[config.mk]
export PLATFORM = sky130hd
export DESIGN_NAME = axi_cache_bridge
export DESIGN_NICKNAME = d
export VERILOG_FILES = /design/src/rtl/axi_bus_pkg.sv /design/src/rtl/cache_port_pkg.sv /design/src/rtl/axi_cache_bridge.sv /design/src/rtl/write_channel.sv /design/src/rtl/read_return_buffer.sv /design/src/rtl/read_beat_counter.sv /design/src/rtl/read_request_fsm.sv
export SDC_FILE = /design/constraint.sdc
export NUM_CORES = 1
export LEC_CHECK = 0
export BUFFER_PORTS_ARGS = -buffer_cell sky130_fd_sc_hd__buf_2
export CORE_AREA = 2 2 148 150
export CTS_CLUSTER_DIAMETER = 30
export CTS_CLUSTER_SIZE = 28
export DETAILED_ROUTE_END_ITERATION = 12
export DIE_AREA = 0 0 150 152
export PLACE_DENSITY = 0.71
export SYNTH_ARGS = -nofsm -noshare
export SYNTH_HDL_FRONTEND = slang
export SYNTH_SLANG_ARGS = --single-unit
[constraint.sdc]
create_clock -name aclk -period 4.5 [get_ports aclk]
set_clock_uncertainty 0.1 [all_clocks]
set_input_delay 0.675 -clock aclk [delete_from_list [all_inputs] [get_ports aclk]]
set_output_delay 0.675 -clock aclk [all_outputs]
set_load 0.005 [all_outputs]
[src/rtl/axi_bus_pkg.sv]
package axi_bus_pkg;

    ///////////////////////////////
    // plain AXI field widths
    ///////////////////////////////

    typedef logic [31:0] axi_addr_t;  // byte address
    typedef logic [31:0] axi_data_t;  // one beat, 32-bit bus
    typedef logic [3:0]  axi_strb_t;  // one bit per byte lane
    typedef logic [3:0]  axi_id_t;
    typedef logic [7:0]  axi_len_t;   // beats minus one
    typedef logic [2:0]  axi_size_t;  // log2 bytes per beat

    ///////////////////////////////
    // channel payloads
    ///////////////////////////////

    typedef struct packed {
        axi_id_t   id;    // which cache asked
        axi_addr_t addr;
        axi_len_t  len;
        axi_size_t size;
    } ar_chan_t;  // 47 bits

    typedef struct packed {
        axi_addr_t addr;
        axi_size_t size;
    } aw_chan_t;  // id, len, burst fixed on the slave side

    typedef struct packed {
        axi_data_t data;
        axi_strb_t strb;
    } w_chan_t;  // single beat, wlast implied

    typedef struct packed {
        axi_id_t   id;
        axi_data_t data;
        logic      last;  // carried only, bridge counts beats itself
    } r_chan_t;

    // fixed encodings
    localparam axi_size_t SIZE_WORD = 3'b010;  // 4 bytes
    localparam axi_id_t   ID_ICACHE = 4'd0;
    localparam axi_id_t   ID_DCACHE = 4'd1;

endpackage
[src/rtl/cache_port_pkg.sv]
package cache_port_pkg;
    import axi_bus_pkg::*;

    ///////////////////////////////
    // cache side request types
    ///////////////////////////////

    typedef logic [2:0] rd_type_t;  // 100 = cache line, else one word

    localparam rd_type_t RD_TYPE_LINE = 3'b100;
    localparam int       LINE_BEATS   = 4;  // words per cache line

    typedef struct packed {
        rd_type_t  rtype;
        axi_addr_t addr;
    } rd_req_t;  // 35 bits

    typedef struct packed {
        axi_addr_t addr;
        axi_strb_t strb;  // byte enables of the word
        axi_data_t data;
    } wr_req_t;  // 68 bits

    ///////////////////////////////
    // state machines
    ///////////////////////////////

    typedef enum logic [1:0] {
        AR_IDLE,   // waiting for a cache request
        AR_ISSUE,  // arvalid up
        AR_DONE    // one cycle after the AR handshake
    } ar_state_e;

    typedef enum logic [2:0] {
        WR_IDLE,
        WR_BOTH,       // aw and w both outstanding
        WR_ADDR_DONE,  // aw taken, w still waiting
        WR_DATA_DONE,  // w taken, aw still waiting
        WR_RESP        // waiting on bvalid
    } wr_state_e;

endpackage

[src/rtl/axi_cache_bridge.sv]
`timescale 1ns/1ns

module axi_cache_bridge
    import axi_bus_pkg::*, cache_port_pkg::*;
(
    input  logic      aclk,
    input  logic      aresetn,
    // instruction cache reads
    input  logic      icache_rd_req,
    input  rd_req_t   icache_rd,
    output logic      icache_rd_rdy,
    output logic      icache_ret_valid,
    output logic      icache_ret_last,
    output axi_data_t icache_ret_data,
    // data cache reads
    input  logic      dcache_rd_req,
    input  rd_req_t   dcache_rd,
    output logic      dcache_rd_rdy,
    output logic      dcache_ret_valid,
    output logic      dcache_ret_last,
    output axi_data_t dcache_ret_data,
    // data cache writes
    input  logic      dcache_wr_req,
    input  wr_req_t   dcache_wr,
    output logic      dcache_wr_rdy,
    // AXI read
    output ar_chan_t  ar,
    output logic      arvalid,
    input  logic      arready,
    input  r_chan_t   r,
    input  logic      rvalid,
    output logic      rready,
    // AXI write
    output aw_chan_t  aw,
    output logic      awvalid,
    input  logic      awready,
    output w_chan_t   w,
    output logic      wvalid,
    input  logic      wready,
    input  logic      bvalid,
    output logic      bready
);

    logic     burst_start;
    axi_len_t burst_len;
    logic     burst_busy;
    logic     last_beat;
    logic     beat_done;
    logic     wr_pending;
    aw_chan_t wr_pend_aw;

    assign rready    = burst_busy;          // open only during a burst
    assign beat_done = rvalid && rready;

    ///////////////////////////////
    // read path
    ///////////////////////////////

    read_request_fsm u_read_request_fsm (
        .aclk, .aresetn,
        .icache_rd_req, .icache_rd, .dcache_rd_req, .dcache_rd,
        .wr_pending, .wr_pend_aw, .burst_busy,
        .icache_rd_rdy, .dcache_rd_rdy,
        .ar, .arvalid, .arready,
        .burst_start, .burst_len
    );

    read_beat_counter u_read_beat_counter (
        .aclk, .aresetn,
        .burst_start, .burst_len, .beat_done,
        .busy      (burst_busy),
        .last_beat
    );

    read_return_buffer u_read_return_buffer (
        .aclk, .aresetn,
        .r, .beat_done, .last_beat,
        .icache_ret_valid, .icache_ret_last, .icache_ret_data,
        .dcache_ret_valid, .dcache_ret_last, .dcache_ret_data
    );

    ///////////////////////////////
    // write path
    ///////////////////////////////

    write_channel u_write_channel (
        .aclk, .aresetn,
        .dcache_wr_req, .dcache_wr, .dcache_wr_rdy,
        .aw, .awvalid, .awready,
        .w, .wvalid, .wready,
        .bvalid, .bready,
        .wr_pending, .wr_pend_aw
    );

endmodule

[src/rtl/write_channel.sv]
`timescale 1ns/1ns

module write_channel
    import axi_bus_pkg::*, cache_port_pkg::*;
(
    input  logic     aclk,
    input  logic     aresetn,
    // data cache write port
    input  logic     dcache_wr_req,
    input  wr_req_t  dcache_wr,
    output logic     dcache_wr_rdy,
    // AXI write address and data
    output aw_chan_t aw,
    output logic     awvalid,
    input  logic     awready,
    output w_chan_t  w,
    output logic     wvalid,
    input  logic     wready,
    // AXI write response
    input  logic     bvalid,
    output logic     bready,
    // hazard info for the read side
    output logic     wr_pending,
    output aw_chan_t wr_pend_aw
);

    wr_state_e state_q, state_d;
    aw_chan_t  aw_q;
    w_chan_t   w_q;
    logic      take;
    logic      aw_hs;
    logic      w_hs;

    assign take  = dcache_wr_req && dcache_wr_rdy;
    assign aw_hs = awvalid && awready;
    assign w_hs  = wvalid && wready;

    ///////////////////////////////
    // state machine
    ///////////////////////////////

    always_ff @(posedge aclk) begin
        if (!aresetn) begin
            state_q <= WR_IDLE;
        end else begin
            state_q <= state_d;
        end
    end

    always_comb begin
        state_d = state_q;
        unique case (state_q)
            WR_IDLE: if (take) state_d = WR_BOTH;
            WR_BOTH: begin  // either channel may finish first
                if (aw_hs && w_hs) state_d = WR_RESP;
                else if (aw_hs)    state_d = WR_ADDR_DONE;
                else if (w_hs)     state_d = WR_DATA_DONE;
            end
            WR_ADDR_DONE: if (w_hs)   state_d = WR_RESP;
            WR_DATA_DONE: if (aw_hs)  state_d = WR_RESP;
            WR_RESP:      if (bvalid) state_d = WR_IDLE;  // bready high here
            default:      state_d = WR_IDLE;
        endcase
    end

    // payload latched once per write, held until both handshakes
    always_ff @(posedge aclk) begin
        if (take) begin
            aw_q.addr <= dcache_wr.addr;
            aw_q.size <= SIZE_WORD;  // always one word
            w_q.data  <= dcache_wr.data;
            w_q.strb  <= dcache_wr.strb;
        end
    end

    assign dcache_wr_rdy = (state_q == WR_IDLE);
    assign awvalid       = (state_q == WR_BOTH) || (state_q == WR_DATA_DONE);
    assign wvalid        = (state_q == WR_BOTH) || (state_q == WR_ADDR_DONE);
    assign bready        = (state_q == WR_RESP);
    assign aw            = aw_q;
    assign w             = w_q;

    // pending until the cycle after the B handshake
    assign wr_pending = (state_q != WR_IDLE);
    assign wr_pend_aw = aw_q;

endmodule

[src/rtl/read_return_buffer.sv]
`timescale 1ns/1ns

module read_return_buffer
    import axi_bus_pkg::*;
(
    input  logic      aclk,
    input  logic      aresetn,
    input  r_chan_t   r,
    input  logic      beat_done,  // rvalid and rready
    input  logic      last_beat,
    output logic      icache_ret_valid,
    output logic      icache_ret_last,
    output axi_data_t icache_ret_data,
    output logic      dcache_ret_valid,
    output logic      dcache_ret_last,
    output axi_data_t dcache_ret_data
);

    axi_data_t i_data_q;  // one holding register per read id
    axi_data_t d_data_q;
    logic      to_icache;
    logic      to_dcache;

    assign to_icache = beat_done && (r.id == ID_ICACHE);
    assign to_dcache = beat_done && (r.id == ID_DCACHE);  // other ids dropped

    ///////////////////////////////
    // data capture
    ///////////////////////////////

    always_ff @(posedge aclk) begin
        if (to_icache) i_data_q <= r.data;
        if (to_dcache) d_data_q <= r.data;
    end

    // valid and last pulse the cycle after the beat
    always_ff @(posedge aclk) begin
        if (!aresetn) begin
            icache_ret_valid <= 1'b0;
            icache_ret_last  <= 1'b0;
            dcache_ret_valid <= 1'b0;
            dcache_ret_last  <= 1'b0;
        end else begin
            icache_ret_valid <= to_icache;
            icache_ret_last  <= to_icache && last_beat;
            dcache_ret_valid <= to_dcache;
            dcache_ret_last  <= to_dcache && last_beat;
        end
    end

    assign icache_ret_data = i_data_q;
    assign dcache_ret_data = d_data_q;

endmodule

[src/rtl/read_beat_counter.sv]
`timescale 1ns/1ns

module read_beat_counter
    import axi_bus_pkg::*, cache_port_pkg::*;
(
    input  logic     aclk,
    input  logic     aresetn,
    input  logic     burst_start,  // AR handshake
    input  axi_len_t burst_len,    // beats minus one
    input  logic     beat_done,    // R handshake
    output logic     busy,
    output logic     last_beat
);

    // beats still to come after the current one, a line at most
    logic [$clog2(LINE_BEATS)-1:0] remain_q;
    logic                          busy_q;

    ///////////////////////////////
    // beat count
    ///////////////////////////////

    always_ff @(posedge aclk) begin
        if (!aresetn) begin
            busy_q   <= 1'b0;
            remain_q <= '0;
        end else if (burst_start) begin
            busy_q   <= 1'b1;
            remain_q <= burst_len[$clog2(LINE_BEATS)-1:0];  // len never exceeds a line
        end else if (beat_done && busy_q) begin
            if (remain_q == '0) begin
                busy_q <= 1'b0;  // burst complete
            end else begin
                remain_q <= remain_q - 1'b1;
            end
        end
    end

    // rready comes from here, so beats only land while busy
    assign busy      = busy_q;
    assign last_beat = busy_q && (remain_q == '0);  // sampled with beat_done

endmodule

[src/rtl/read_request_fsm.sv]
`timescale 1ns/1ns

module read_request_fsm
    import axi_bus_pkg::*, cache_port_pkg::*;
(
    input  logic     aclk,
    input  logic     aresetn,
    // cache requests
    input  logic     icache_rd_req,
    input  rd_req_t  icache_rd,
    input  logic     dcache_rd_req,
    input  rd_req_t  dcache_rd,
    // status from the write side and the beat counter
    input  logic     wr_pending,
    input  aw_chan_t wr_pend_aw,
    input  logic     burst_busy,
    output logic     icache_rd_rdy,
    output logic     dcache_rd_rdy,
    // AXI read address
    output ar_chan_t ar,
    output logic     arvalid,
    input  logic     arready,
    // to the beat counter
    output logic     burst_start,
    output axi_len_t burst_len
);

    ar_state_e state_q, state_d;
    ar_chan_t  ar_q;
    logic      rd_free;    // idle and nothing in flight
    logic      i_hazard;   // icache address hits the pending write
    logic      d_hazard;
    logic      i_take;
    logic      d_take;

    ///////////////////////////////
    // accept and hazard logic
    ///////////////////////////////

    assign rd_free  = (state_q == AR_IDLE) && !burst_busy;
    assign i_hazard = wr_pending && (icache_rd.addr == wr_pend_aw.addr);
    assign d_hazard = wr_pending && (dcache_rd.addr == wr_pend_aw.addr);

    assign dcache_rd_rdy = rd_free && !d_hazard;
    assign icache_rd_rdy = rd_free && !i_hazard && !dcache_rd_req;  // dcache wins

    assign d_take = dcache_rd_req && dcache_rd_rdy;
    assign i_take = icache_rd_req && icache_rd_rdy;  // never together with d_take

    ///////////////////////////////
    // state machine
    ///////////////////////////////

    always_ff @(posedge aclk) begin
        if (!aresetn) begin
            state_q <= AR_IDLE;
        end else begin
            state_q <= state_d;
        end
    end

    always_comb begin
        state_d = state_q;
        unique case (state_q)
            AR_IDLE:  if (d_take || i_take) state_d = AR_ISSUE;
            AR_ISSUE: if (arready)          state_d = AR_DONE;  // arvalid is high here
            AR_DONE:  state_d = AR_IDLE;
            default:  state_d = AR_IDLE;
        endcase
    end

    // payload, loaded only at acceptance so it holds through the stall
    always_ff @(posedge aclk) begin
        if (d_take) begin
            ar_q.id   <= ID_DCACHE;
            ar_q.addr <= dcache_rd.addr;
            ar_q.len  <= (dcache_rd.rtype == RD_TYPE_LINE) ? axi_len_t'(LINE_BEATS - 1) : '0;
            ar_q.size <= SIZE_WORD;
        end else if (i_take) begin
            ar_q.id   <= ID_ICACHE;
            ar_q.addr <= icache_rd.addr;
            ar_q.len  <= (icache_rd.rtype == RD_TYPE_LINE) ? axi_len_t'(LINE_BEATS - 1) : '0;
            ar_q.size <= SIZE_WORD;
        end
    end

    assign ar          = ar_q;
    assign arvalid     = (state_q == AR_ISSUE);
    assign burst_start = arvalid && arready;  // one cycle, on the handshake
    assign burst_len   = ar_q.len;

endmodule

==> key figures <==
Power and ir drop
  – Overall Power: 3.89 mW
  – Gate power share: 0.118
  – Clk network pwr share: 0.374
  – Flop pwr share: 0.508
  – Sw Share: 0.246
  – Leak: 4.08 nW
  – Internal: 2.93 mW
  – Worst IR drop on VDD: 229 uV
  – Switching power: 0.957 mW
  – Power Dens Cells: 405 mW/mm^2

Synth
  – Post-synthesis compound-gate area fraction: 0.0120
  – Synthesized area per cell: 18.0 sq um
  – EDFF count, synth: 165
  – Mapped Cells: 388
  – Sequential share of the synthesized area: 0.747
  – Primary FF master, synth: edfxtp_1
  – Simple-gate share of the synthesized area: 0.0545
  – FFs w/ async S/R, synth: 0
  – Distinct cell type count after synthesis: 41
  – #FFs+latches synth: 178
  – Largest family of logic cells by synthesized area: XOR/XNOR gates
  – Post-synthesis mux area share: 0.0702
  – Synth warn: 0
  – Synth Area in Adders: 0.00179
  – Synth Cell Area: 0.00699 sq mm
  – Post-Synth XOR/XNOR Area: 0.0828

Final layout
  – P&R area growth vs syn: 37.5%
  – Post-Layout Cell Count: 1057
  – Layout cell share with drive strength beyond 1: 0.561
  – Most frequent cells in the layout: buf_2 (362), edfxtp_1 (165), xor2_1 (44)
  – Final-stage net count: 949
  – Most common cell after layout, fill and taps aside: buf_2

Routing
  – DRT iter0 DRCs: 168
  – Wirelength per Cell: 18.1 um
  – Vias per cell: 4.29
  – Remaining antenna violation count: 0
  – Total Wirelength: 19100 um
  – Residual DRC: 0
  – Pre-antenna DRT Iters: 4
  – DR vias: 4537

Critical path
  – Cell Chain, Critical Path: xor2_1 -> nor4_1 -> nand4_1 -> nor4_1 -> nor3_1 -> buf_2
  – Crit-path leading delay family: simple AND/OR/NAND/NOR gates
  – Worst EP arrival: 2.67 ns
  – WP data required: 3.72 ns
  – CP max-delay cell: nor4_1
  – Slowest stage delay, CP: 0.60 ns
  – Most frequent cell on the critical path: nor4_1
  – CP Capture Type: primary output
  – Startpoint Class: flop
  – WS Path Type: reg -> out
  – Crit Path Max Fanout: 3
  – Critical path buffer and inverter count: 1

GRT
  – Global-route wire length before repair: 27700 um
  – Vias in the first global route: 4766
  – Total track usage: 0.166
  – Largest net degree at the start of global routing: 69
  – Initial antenna violation count: 2
  – GR Overflow Total: 0

STA
  – Worst-margin pin slew: 1.00 ns
  – Fmax: 0.290 GHz
  – Setup TNS: 0 ns
  – Tmin final: 3.45 ns
  – Period utilisation layout: 0.766
  – Slew Limit Fails: 0
  – Final WS setup: 1.05 ns
  – Count of final hold-check violations: 0
  – Slew HR: 0.331
  – Hold Slack: 0.322 ns
  – Final Setup Violations: 0
  – RSZ-0062 raised after global routing: no

Hold path
  – Hold Crit Class: in -> reg

Run status
  – Status: finished, final reports clean

Clock tree
  – CTS tree: done
  – Maximum clock path buffer count: 2
  – CTS clk-pin slew, worst paths: 0.08 ns
  – CTS Buf Count: 17
  – H-tree level count: 4
  – Post_cts resized: 0
  – Post-CTS setup buffers: 0
  – Root Buffer: clkbuf_16
  – TritonCTS Sinks: 178
  – Hold Buf Count CTS: 0
  – Clk_lat worst skew: 0.42 ns

Floorplanning
  – Die X: 150 um
  – Num ports: 379
  – Initial core utilization: 0.327
  – Die Ht: 152 um
  – CORE AREA: 0.0214 sq mm
  – Num rows: 54
  – Die area: 0.0228 sq mm

Placed design
  – Place WS: 0.661 ns
  – Placed Cells: 1024
  – IO Port Bufs: 362
  – Post-DP HPWL: 15000 um
  – Gp weighted congestion: 0.795

Run
  – Max-Cap Viols: 0
==> sequential cells by signal, indices dropped and copies added, names as in the netlist <==
signal                                 cells
u_read_beat_counter.remain_q               2
u_read_request_fsm.state_q                 2
u_read_beat_counter.busy                   1
u_read_return_buffer.dcache_ret_last       1
u_write_channel.state_q                    3
u_read_request_fsm.burst_len               1
u_read_return_buffer.icache_ret_valid      1
u_read_return_buffer.icache_ret_last       1
u_read_return_buffer.icache_ret_data      32
u_read_return_buffer.dcache_ret_valid      1
u_read_request_fsm.ar                     33
u_read_return_buffer.dcache_ret_data      32
u_write_channel.w                         36
u_write_channel.aw                        32
==> cells by family after synthesis <==
kind of cell	Yosys count
AO/OA/AOI/OAI	12
XOR/XNOR	66
adder cells (fa/ha/maj)	1
buffers and inverters	27
flip-flops	178
multiplexers	34
other	2
AND/OR/NAND/NOR	68
==> routing by layer <==
| layer | global-route usage | vias to the layer above | share of wire | wire (um) |
|---|---|---|---|---|
| met5 | 0 | - | 0.00068 | 13 |
| met3 | 0.0505 | 12 | 0.085 | 1620 |
| li1 | - | 2158 | - | - |
| met2 | 0.297 | 239 | 0.52 | 9880 |
| met1 | 0.189 | 2126 | 0.39 | 7400 |
| met4 | 0.0544 | 2 | 0.0098 | 188 |
==> power groups by stage <==
stage               clock network [mW]  registers (mW)  logic [mW]
finish                            1.46            1.98       0.458
global route                      1.57            1.99       0.503
detailed placement                   0            2.01       0.469
global placement                     0            2.01       0.461
floorplan                            0            2.02       0.213
CTS                               1.51            1.98       0.471
==> path summary, 6_finish.rpt <==
path / cells after the start / slack [ns] / end / from
max reg2reg: 6 / 1.13 / u_read_request_fsm.ar[28] / u_write_channel.aw[15]
max: 6 / 1.05 / icache_rd_rdy / u_write_channel.aw[15]
min: 1 / 0.32 / u_write_channel.aw[13] / dcache_wr[46]
min reg2reg: 2 / 0.40 / u_read_request_fsm.ar[43] / u_read_request_fsm.ar[43]
==> layout make-up <==
class | count | area (sq um)
fillers | 1966 | 11700
flip-flops and latches | 178 | 5220
repair buffers | 366 | 1840
multi-input cells | 196 | 1610
clock buffers | 18 | 429
well taps | 280 | 350
clock inverters | 14 | 144
inverters | 4 | 15.0
diodes | 1 | 2.50
==> synthesized netlist by cell type, types with 2 or more instances <==
cell type  count  area, sq um
edfxtp_1     165         4950
xor2_1        44          385
mux2_4        29          435
xnor2_1       22          193
buf_4         16          120
dfxtp_1       13          260
nand2_1       12         45.0
nor4_1        12         75.1
nor2_1        11         41.3
nor2b_1        6         37.5
nand4_1        5         31.3
inv_1          4         15.0
mux2_2         4         45.0
nand3_1        4         20.0
a21boi_0       3         22.5
and2_1         3         18.8
buf_12         3         60.1
clkbuf_1       3         11.3
a21oi_1        2         10.0
and3_1         2         12.5
conb_1         2         7.51
nor3_1         2         10.0
nor3b_1        2         15.0
o211ai_1       2         15.0
==> metrics by stage <==
step                 util  instance area [sq um]
finish              0.450                   9600
floorplan               -                   7030
CTS                 0.450                   9600
global placement    0.423                   9030
detailed placement  0.423                   9030
global route        0.450                   9600
No activity file was read; power rests on OpenSTA's default activity.
